<file path="src/touch_pkg.sv">
`default_nettype none

package touch_pkg;

    // Coordinate registers of the touch controller
    typedef enum logic [7:0] {
        XH = 8'h03,
        XL = 8'h04,
        YH = 8'h05,
        YL = 8'h06
    } reg_addr_t;

    // Bus level operations
    typedef enum logic [2:0] {
        BIT_NONE,
        BIT_START,
        BIT_STOP,
        BIT_WRITE,
        BIT_READ
    } bit_op_t;

    typedef struct packed {
        bit_op_t op;
        logic    sda;   // Line value for BIT_WRITE
    } bit_cmd_t;

    // BYTE_ACK is one write slot, SDA value taken from data[0]
    typedef enum logic [2:0] {
        BYTE_NONE,
        BYTE_START,
        BYTE_STOP,
        BYTE_WRITE,
        BYTE_READ,
        BYTE_ACK
    } byte_op_t;

    typedef struct packed {
        byte_op_t   op;
        logic [7:0] data;
    } byte_cmd_t;

    typedef struct packed {
        logic [7:0] x_hi;
        logic [7:0] x_lo;
        logic [7:0] y_hi;
        logic [7:0] y_lo;
    } coord_t;

    localparam int         PHASE_CYCLES_DEFAULT = 256;
    localparam logic [6:0] TOUCH_ADDR_DEFAULT   = 7'h38;

endpackage

`default_nettype wire

</file>
<file path="src/bit_engine.sv">
`timescale 1ns/1ns
`default_nettype none

module bit_engine
    import touch_pkg::*;
#(
    parameter int PHASE_CYCLES = PHASE_CYCLES_DEFAULT
) (
    input  logic     clk,
    input  logic     nRst,
    input  bit_cmd_t bit_cmd,
    input  logic     scl_in,
    input  logic     sda_in,
    output logic     bit_done,
    output logic     rx_bit,
    output logic     scl_out,
    output logic     sda_out
);

    localparam int CNT_W = (PHASE_CYCLES > 1) ? $clog2(PHASE_CYCLES) : 1;

    typedef enum logic [2:0] {
        S_IDLE,
        S_PH1,
        S_PH2,      // SCL high phase for write and read
        S_PH3,
        S_FINISH
    } state_t;

    state_t           state;
    bit_op_t          op_q;
    logic [CNT_W-1:0] cnt;
    logic             phase_end;

    assign phase_end = (cnt == CNT_W'(PHASE_CYCLES - 1));

    always_ff @(posedge clk, negedge nRst) begin
        if (!nRst) begin
            state    <= S_IDLE;
            op_q     <= BIT_NONE;
            cnt      <= '0;
            scl_out  <= 1'b1;
            sda_out  <= 1'b1;
            bit_done <= 1'b0;
            rx_bit   <= 1'b0;
        end else begin
            bit_done <= 1'b0;
            cnt      <= phase_end ? '0 : cnt + 1'b1;
            case (state)
                S_IDLE: begin
                    cnt <= '0;
                    if (bit_cmd.op != BIT_NONE) begin
                        op_q  <= bit_cmd.op;
                        state <= S_PH1;
                        case (bit_cmd.op)
                            BIT_WRITE: sda_out <= bit_cmd.sda;
                            BIT_READ:  sda_out <= 1'b1;   // Release for the slave
                            BIT_STOP:  sda_out <= 1'b0;
                            default:   ;
                        endcase
                    end
                end
                S_PH1: begin
                    if (phase_end) begin
                        state <= S_PH2;
                        if (op_q == BIT_START)
                            sda_out <= 1'b0;
                        else
                            scl_out <= 1'b1;
                    end
                end
                S_PH2: begin
                    if (phase_end) begin
                        case (op_q)
                            BIT_START: scl_out <= 1'b0;
                            BIT_STOP:  sda_out <= 1'b1;
                            BIT_READ: begin
                                rx_bit  <= sda_in;
                                scl_out <= 1'b0;
                            end
                            default: ;
                        endcase
                        // Slave stretching the clock, give it another high phase
                        if (op_q == BIT_WRITE && !scl_in)
                            state <= S_PH2;
                        else
                            state <= S_PH3;
                        if (op_q == BIT_WRITE && scl_in)
                            scl_out <= 1'b0;
                    end
                end
                S_PH3: begin
                    if (phase_end)
                        state <= S_FINISH;
                end
                default: begin
                    cnt      <= '0;
                    state    <= S_IDLE;
                    bit_done <= 1'b1;
                end
            endcase
        end
    end

    // Byte engine waits for bit_done before the next strobe
    assert property (@(posedge clk) disable iff (!nRst)
        bit_cmd.op != BIT_NONE |-> state == S_IDLE);

    // Start and stop never move both lines in one step
    assert property (@(posedge clk) disable iff (!nRst)
        (op_q == BIT_START || op_q == BIT_STOP) && $fell(scl_out) |-> $stable(sda_out));

endmodule

`default_nettype wire

</file>
<file path="src/byte_engine.sv">
`timescale 1ns/1ns
`default_nettype none

module byte_engine
    import touch_pkg::*;
(
    input  logic      clk,
    input  logic      nRst,
    input  byte_cmd_t byte_cmd,
    output logic      byte_done,
    output logic [7:0] rx_byte,
    output bit_cmd_t  bit_cmd,
    input  logic      bit_done,
    input  logic      rx_bit
);

    byte_op_t   op_q;
    logic [7:0] data_q;
    logic [2:0] bit_cnt;    // Shared by writer and reader
    logic       busy;
    logic       issue;
    logic       last_bit;

    assign last_bit = !(op_q == BYTE_WRITE || op_q == BYTE_READ) || bit_cnt == 3'd7;

    always_comb begin
        bit_cmd.op  = BIT_NONE;
        bit_cmd.sda = (op_q == BYTE_ACK) ? data_q[0] : data_q[3'd7 - bit_cnt];  // MSB first
        if (issue) begin
            case (op_q)
                BYTE_START:          bit_cmd.op = BIT_START;
                BYTE_STOP:           bit_cmd.op = BIT_STOP;
                BYTE_WRITE, BYTE_ACK: bit_cmd.op = BIT_WRITE;
                BYTE_READ:           bit_cmd.op = BIT_READ;
                default:             bit_cmd.op = BIT_NONE;
            endcase
        end
    end

    always_ff @(posedge clk, negedge nRst) begin
        if (!nRst) begin
            op_q      <= BYTE_NONE;
            bit_cnt   <= 3'd0;
            busy      <= 1'b0;
            issue     <= 1'b0;
            byte_done <= 1'b0;
        end else begin
            issue     <= 1'b0;
            byte_done <= 1'b0;
            if (!busy) begin
                if (byte_cmd.op != BYTE_NONE) begin
                    op_q    <= byte_cmd.op;
                    bit_cnt <= 3'd0;
                    busy    <= 1'b1;
                    issue   <= 1'b1;
                end
            end else if (bit_done) begin
                if (last_bit) begin
                    busy      <= 1'b0;
                    byte_done <= 1'b1;
                end else begin
                    bit_cnt <= bit_cnt + 3'd1;
                    issue   <= 1'b1;
                end
            end
        end
    end

    always_ff @(posedge clk) begin
        if (!busy && byte_cmd.op != BYTE_NONE)
            data_q <= byte_cmd.data;
        if (busy && bit_done && op_q == BYTE_READ)
            rx_byte <= {rx_byte[6:0], rx_bit};
    end

    assert property (@(posedge clk) disable iff (!nRst)
        byte_cmd.op != BYTE_NONE |-> !busy);

    // Counter only climbs within one byte and never wraps past 7
    assert property (@(posedge clk) disable iff (!nRst)
        busy && $past(busy) |-> bit_cnt >= $past(bit_cnt));

endmodule

`default_nettype wire

</file>
<file path="src/touch_sequencer.sv">
`timescale 1ns/1ns
`default_nettype none

module touch_sequencer
    import touch_pkg::*;
#(
    parameter logic [6:0] TOUCH_ADDR = TOUCH_ADDR_DEFAULT
) (
    input  logic       clk,
    input  logic       nRst,
    input  logic       inter,
    output byte_cmd_t  byte_cmd,
    input  logic       byte_done,
    input  logic [7:0] rx_byte,
    output coord_t     data_out,
    output logic       done
);

    typedef enum logic [3:0] {
        S_IDLE,
        S_START1,
        S_ADDR_W,
        S_ACK1,
        S_REG,
        S_ACK2,
        S_STOP1,
        S_START2,
        S_ADDR_R,
        S_ACK3,
        S_READ,
        S_NACK,
        S_STOP2
    } state_t;

    state_t    state;
    state_t    next_state;
    reg_addr_t reg_q;
    byte_cmd_t cmd;
    logic      issue;
    logic      inter_q;

    assign done     = (state == S_IDLE);
    assign byte_cmd = issue ? cmd : byte_cmd_t'{op: BYTE_NONE, data: 8'h00};

    // Command for the current step and the step after it
    always_comb begin
        cmd        = byte_cmd_t'{op: BYTE_NONE, data: 8'hFF};
        next_state = state;
        case (state)
            S_START1: begin cmd.op = BYTE_START; next_state = S_ADDR_W; end
            S_ADDR_W: begin
                cmd.op     = BYTE_WRITE;
                cmd.data   = {TOUCH_ADDR, 1'b0};
                next_state = S_ACK1;
            end
            S_ACK1: begin cmd.op = BYTE_ACK; next_state = S_REG; end   // SDA released
            S_REG: begin
                cmd.op     = BYTE_WRITE;
                cmd.data   = reg_q;
                next_state = S_ACK2;
            end
            S_ACK2:   begin cmd.op = BYTE_ACK; next_state = S_STOP1; end
            S_STOP1:  begin cmd.op = BYTE_STOP; next_state = S_START2; end
            S_START2: begin cmd.op = BYTE_START; next_state = S_ADDR_R; end
            S_ADDR_R: begin
                cmd.op     = BYTE_WRITE;
                cmd.data   = {TOUCH_ADDR, 1'b1};
                next_state = S_ACK3;
            end
            S_ACK3: begin cmd.op = BYTE_ACK; next_state = S_READ; end
            S_READ: begin cmd.op = BYTE_READ; next_state = S_NACK; end
            S_NACK: begin cmd.op = BYTE_ACK; next_state = S_STOP2; end  // Master NACK
            S_STOP2: begin
                cmd.op     = BYTE_STOP;
                next_state = (reg_q == YL) ? S_IDLE : S_START1;
            end
            default: next_state = S_IDLE;
        endcase
    end

    always_ff @(posedge clk, negedge nRst) begin
        if (!nRst) begin
            state    <= S_IDLE;
            reg_q    <= XH;
            issue    <= 1'b0;
            inter_q  <= 1'b0;
            data_out <= '0;
        end else begin
            issue   <= 1'b0;
            inter_q <= !inter;      // Interrupt is active low
            if (state == S_IDLE) begin
                if (inter_q) begin
                    inter_q <= 1'b0;
                    reg_q   <= XH;
                    state   <= S_START1;
                    issue   <= 1'b1;
                end
            end else if (byte_done) begin
                state <= next_state;
                issue <= (next_state != S_IDLE);
                if (state == S_STOP2 && next_state == S_START1)
                    reg_q <= reg_addr_t'(reg_q + 8'd1);
                if (state == S_READ) begin
                    case (reg_q)
                        XH:      data_out.x_hi <= rx_byte;
                        XL:      data_out.x_lo <= rx_byte;
                        YH:      data_out.y_hi <= rx_byte;
                        default: data_out.y_lo <= rx_byte;
                    endcase
                end
            end
        end
    end

    assert property (@(posedge clk) disable iff (!nRst)
        $changed(data_out) |-> $past(byte_done && state == S_READ));

endmodule

`default_nettype wire

</file>
<file path="src/touch_reader_top.sv">
`timescale 1ns/1ns
`default_nettype none

module touch_reader_top
    import touch_pkg::*;
#(
    parameter int         PHASE_CYCLES = PHASE_CYCLES_DEFAULT,
    parameter logic [6:0] TOUCH_ADDR   = TOUCH_ADDR_DEFAULT
) (
    input  logic   clk,
    input  logic   nRst,
    input  logic   inter,
    input  logic   scl_in,
    input  logic   sda_in,
    output logic   scl_out,
    output logic   sda_out,
    output coord_t data_out,
    output logic   done
);

    byte_cmd_t  byte_cmd;
    logic       byte_done;
    logic [7:0] rx_byte;
    bit_cmd_t   bit_cmd;
    logic       bit_done;
    logic       rx_bit;

    touch_sequencer #(
        .TOUCH_ADDR (TOUCH_ADDR)
    ) u_touch_sequencer (
        .clk       (clk),
        .nRst      (nRst),
        .inter     (inter),
        .byte_cmd  (byte_cmd),
        .byte_done (byte_done),
        .rx_byte   (rx_byte),
        .data_out  (data_out),
        .done      (done)
    );

    byte_engine u_byte_engine (
        .clk       (clk),
        .nRst      (nRst),
        .byte_cmd  (byte_cmd),
        .byte_done (byte_done),
        .rx_byte   (rx_byte),
        .bit_cmd   (bit_cmd),
        .bit_done  (bit_done),
        .rx_bit    (rx_bit)
    );

    bit_engine #(
        .PHASE_CYCLES (PHASE_CYCLES)
    ) u_bit_engine (
        .clk      (clk),
        .nRst     (nRst),
        .bit_cmd  (bit_cmd),
        .scl_in   (scl_in),
        .sda_in   (sda_in),
        .bit_done (bit_done),
        .rx_bit   (rx_bit),
        .scl_out  (scl_out),
        .sda_out  (sda_out)
    );

endmodule

`default_nettype wire

</file>
<file path="config.mk">
export PLATFORM = sky130hd
export DESIGN_NAME = touch_reader_top
export DESIGN_NICKNAME = d
export VERILOG_FILES = /design/src/touch_pkg.sv /design/src/bit_engine.sv /design/src/byte_engine.sv /design/src/touch_sequencer.sv /design/src/touch_reader_top.sv
export SDC_FILE = /design/constraint.sdc
export NUM_CORES = 1
export LEC_CHECK = 0
export BUFFER_PORTS_ARGS = -buffer_cell sky130_fd_sc_hd__buf_4
export CORE_MARGIN = 2
export CORE_UTILIZATION = 32
export CTS_BUF_LIST = sky130_fd_sc_hd__clkbuf_8
export CTS_CLUSTER_SIZE = 10
export DETAILED_ROUTE_END_ITERATION = 10
export PLACE_DENSITY = 0.5
export SETUP_SLACK_MARGIN = 0.02
export SLEW_MARGIN = 40
export SYNTH_ARGS = -nofsm -noshare
export SYNTH_HDL_FRONTEND = slang
export SYNTH_SLANG_ARGS = --single-unit
</file>
<file path="constraint.sdc">
create_clock -name clk -period 6.6 [get_ports clk]
set_clock_uncertainty 0.15 [all_clocks]
set_input_delay 0.99 -clock clk [delete_from_list [all_inputs] [get_ports clk]]
set_output_delay 0.99 -clock clk [all_outputs]
set_load 0.01 [all_outputs]
</file>
# Word level (Yosys, flattened, before mapping)
# Cells that the tools add are included.
# word_totals
regBits	89
n_memories	0
ramBits	0
output_inout_bits	35
latchBits	0
romBits	0
# classes
n_reduce_logical	44
n_mul	0
n_mux	57
n_lt_le_gt_ge	1
bitwise_logic	3
div_mod_pow	0
n_eq_ne	46
addsub	4
shifts	0
# op_table
operator	count
8-bit two-way mux	6
4-bit case mux with 12 select lines	1
1-bit two-way mux	29
3-bit two-way mux	9
3-bit by 2-bit == test with 1-bit output, second input constant	8
8-bit by 3-bit == test with 1-bit output, second input constant	3
3-bit case mux with 4 select lines	2
8-bit case mux with 3 select lines	1
4-bit == test, second input constant	5
4-bit AND reduction	5
8-bit by 1-bit adder with 8-bit output, second input constant	2
4-bit by 3-bit == test with 1-bit output, second input constant	4
3-bit == test, second input constant	5
3-bit case mux with 5 select lines	1
2-bit by 1-bit inequality test with 1-bit output, second input constant	7
4-bit two-way mux	3
11-bit two-way mux	1
3-bit by 1-bit == test with 1-bit output, second input constant	3
3-bit AND reduction	3
3-bit nonzero test	3
3-bit OR reduction	3
4-bit by 1-bit == test with 1-bit output, second input constant	2
4-bit by 2-bit == test with 1-bit output, second input constant	2
8-bit by 2-bit == test with 1-bit output, second input constant	1
other kinds (23)	46

# Longest topological paths before layout
# logic_depth
ltp_word	8
depth_mapped	8

# By module
# A second synthesis with hierarchy kept.
# unflattened
cells_unflattened	354
area_unflattened_um2	4241.6
# modules_own_cells
mod	area_each_um2	cells_each	instances	seq_area_each_um2
touch_sequencer	2258.4	194	1	1153.6
byte_engine	1013.5	67	1	705.7
bit_engine	969.7	93	1	452.9

# Least setup slack after synthesis
# No wires, ideal clock.
# synth_timing
path_kind	reg2out
startpoint	register u_touch_sequencer.state[1]
endpoint	output port done
setup_slack_ps	4490
path_stages_with_launch	4
arrival_ps	970
required_ps	5460
cell_sequence	dfrtp_1 nor2_1 nand2_1 inv_2
# synth_via
elab_chain_cells	1
# synth_lines
item	line_no	text
start: declaration	touch_sequencer.sv:35	state_t state;
start signal: assignment	touch_sequencer.sv:99	state <= next_state;
4-bit logical NOT	touch_sequencer.sv:42	assign done = (state == S_IDLE);
end: declaration	touch_reader_top.sv:18	output logic done
# No other way between the ends.

# Worst setup path in the final report
# layout_timing
startpoint	register u_touch_sequencer.state[0]
endpoint	output port done
# The elaborated chain is that of the path after synthesis.

==> flow_metrics.tcl <==
set metrics [dict create \
    die_h_microns 121 \
    syn_area_sq_mm 0.00441 \
    core_area_sq_mm 0.0133 \
    fin_util_pct 37.5 \
    most-common-layout-cells "dfrtp_1, buf_4, nor2_1, mux2_1, nand2_1" \
    cts-hold-fix-buffers 0 \
    wl_per_cell_microns 15.2 \
    drc 0 \
    drt-total-wl_microns 9140 \
    internal_power_mw 0.770 \
    detail-route-antenna-nets 0 \
    synth_edf_count 16 \
    finalCriticalPeriod_ns 2.96 \
    regToRegSetupSlack_ns 4.24 \
    synth_top_area_cell "dfrtp_1" \
    post-route-cell-area_sq_mm 0.00500 \
    syn_to_final_growth_pct 13.5 \
    min_from "u_bit_engine.rx_bit$_DFFE_PN0P_" \
    cap_violations 0 \
    io_pins 40 \
    dieArea_sq_mm 0.0147 \
    yosysTopAreaCellShare_pct 39.2 \
    pwr-share-seq_pct 56.2 \
    switchingPower_mw 0.345 \
    ctsResizeCount 0 \
    netSwitchingFraction_pct 31.0 \
    via_count 3030 \
    hold_depth 0 \
    cp-start-kind "register" \
    cts_tree "built" \
    path_cells "nor2_1 -> nand2_1 -> inv_2 -> buf_4" \
    crit_path_end_kind "primary output" \
    crit_family "simple AND/OR/NAND/NOR gates" \
    mostFrequentLayoutCell "dfrtp_1" \
    drive_gt1_share_pct 18.5 \
    hp-class "reg2reg" \
    cp.arrival_ns 1.82 \
    tns_ns 0 \
    status "completed" \
    via_per_inst 5.03 \
    tightest_slew_ns 0.701 \
    place_hpwl_microns 6270 \
    die_w_microns 121 \
    crit_buf_inv 2 \
    cts_setup_buffers 0 \
    p_leak_nw 2.21 \
    firstDrtPassIters 4 \
    grt_max_degree 74 \
    drt_iter0_drc 183 \
    clkTransAtPathRegs_ns 0.10 \
    dp.cells 586 \
    synthTopCellsByArea "dfrtp_1, edfxtp_1, mux2_1, nor2_1, o21ai_0" \
    io_buffers 39 \
    required_ns 5.46 \
    clock.fmax_mhz 338 \
    cts_buffers 9 \
    setup_violations 0 \
    rsz0062_at_grt "false" \
    post-route-period-util_pct 44.9 \
    grt_pass1_vias 2985 \
    power.share.clock_pct 31.4 \
    place.gp.congestion 0.820 \
    critPathMaxFanout 16 \
    cts_num_sinks 89 \
    grt_overflow 0 \
    cellPowerDensity_mw_per_mm2 223 \
    synth_flop_cell "dfrtp_1" \
    r2r_cells 4 \
    path_depth 4 \
    hold_viol 0 \
    synth_area_per_cell_sq_um 11.2 \
    cp_slowest_cell "dfrtp_1" \
    ir_worst_vdd_uv 83.7 \
    synth.distinct_cells 68 \
    clockBufferDepth 2 \
    synth.ff_latch_count 89 \
    fin_nets 433 \
    crit_type "reg2out" \
    clkLatencyLatePin_ns 0.38 \
    grt_pass1_wl_microns 15500 \
    slew_violations 0 \
    holdPathEnd "u_byte_engine.rx_byte[0]$_DFFE_PP_" \
    htreeDepth 3 \
    reg2reg_from "u_touch_sequencer.state[1]$_DFFE_PN0P_" \
    synth_nets 405 \
    synthArstFlopShare_pct 82.0 \
    diodes 0 \
    placed_area_sq_mm 0.00483 \
    ys_warn_count 0 \
    timing.rr.end "u_touch_sequencer.data_out[28]$_DFFE_PN0P_" \
    grt_util_all_layers_pct 13.5 \
    slowest_delay_ns 0.56 \
    pwr-share-comb_pct 12.4 \
    antenna_found_initial 0 \
    syn_inst 393 \
    clock-root-buffer "clkbuf_8" \
    slew_headroom_pct 53.1 \
    start_util_pct 33.0 \
    ys_seq_area_share_pct 52.5 \
    num_rows 42 \
    fin_cells 602 \
]
[per-layer routing]
layer | share of wire (%) | GRT usage [%] | wire length, microns | vias to the layer above
li1 | - | - | - | 1466
met1 | 49 | 18.4 | 4470 | 1513
met2 | 46 | 20.5 | 4220 | 38
met3 | 2.9 | 2.91 | 261 | 13
met4 | 2.0 | 6.03 | 187 | 0
met5 | 0 | 0 | 0 | -
[cells in the mapped netlist (all sizes together), types with 3 or more instances]
cell type	n
dfrtp	69
mux2	36
nor2	33
nand2	25
o21ai	23
inv	20
a21oi	19
clkbuf	17
edfxtp	16
nand3	9
ha	7
mux2i	7
nand2b	7
nand4	7
xor2	7
and2	6
a31oi	5
buf	5
and3	4
dfstp	4
nor2b	4
o21a	4
a211o	3
a211oi	3
and4	3
nor3	3
o2111ai	3
o31ai	3
or3	3
or3b	3
[power groups by stage]
stage	combinational, mW	clock (mW)	sequential, mW
2_1_floorplan	0.119	0	0.607
6_report	0.138	0.350	0.627
3_3_place_gp	0.137	0	0.637
5_1_grt	0.158	0.396	0.634
3_5_place_dp	0.138	0	0.637
4_1_cts	0.139	0.366	0.627
[worst register-to-register path, cell delays in order, from the launching register on]
cell and delay, ns:
dfrtp_1 0.60, nor2b_1 0.27, and4_1 0.38, and4_1 0.50, mux2_1 0.36
[flip-flops by register name (all words and copies together) (netlist names), 4 cells and up]
name,flops
u_touch_sequencer.data_out,32
u_touch_sequencer.reg_q,8
u_byte_engine.rx_byte,8
u_bit_engine.cnt,8
u_byte_engine.data_q,8
u_touch_sequencer.state,4
[area by class of cell]
cell class / count / area, sq um
Fill cell: 1358 / 8350
Sequential cell: 89 / 2310
Multi-Input combinational cell: 262 / 1920
Timing Repair Buffer: 39 / 297
Tap cell: 176 / 220
Clock buffer: 9 / 124
Inverter: 20 / 75.1
Clock inverter: 7 / 51.3
[worst max path at each step]
stage | startpoint | to | slack [ns]
final | u_touch_sequencer.state[0]$_DFFE_PN0P_ | done | 3.64
after global routing | u_touch_sequencer.state[0]$_DFFE_PN0P_ | done | 3.47
after CTS | u_touch_sequencer.state[0]$_DFFE_PN0P_ | done | 3.63
after detailed placement | u_touch_sequencer.state[0]$_DFFE_PN0P_ | done | 4.07
after global placement | u_touch_sequencer.state[0]$_DFFE_PN0P_ | u_byte_engine.bit_cnt[0]$_DFFE_PN0P_ | 4.07
after floorplan | u_touch_sequencer.state[1]$_DFFE_PN0P_ | done | 4.49
[metrics by stage]
stage               hold WS, ns  power [mW]  worst slack, ns
floorplan                 0.271       0.726             4.49
finish                    0.294        1.11             3.64
CTS                       0.298        1.13             3.63
detailed placement        0.297       0.775             4.07
global placement          0.288       0.774             4.07
global route              0.310        1.19             3.47
[cell families (layout without fill, tap and decap cells)]
group	after synthesis	in the layout	share of synthesized area [%]
AOI/OAI and AO/OA	83	83	13.2
and+or+nand+nor	120	120	15.6
DFF	89	89	52.5
muxes	43	43	10.9
adders and majority gates	7	7	1.99
xor gates and xnor gates	9	9	1.79
buffers and inverters	42	75	4.06
(Power assumes the default switching activity.)
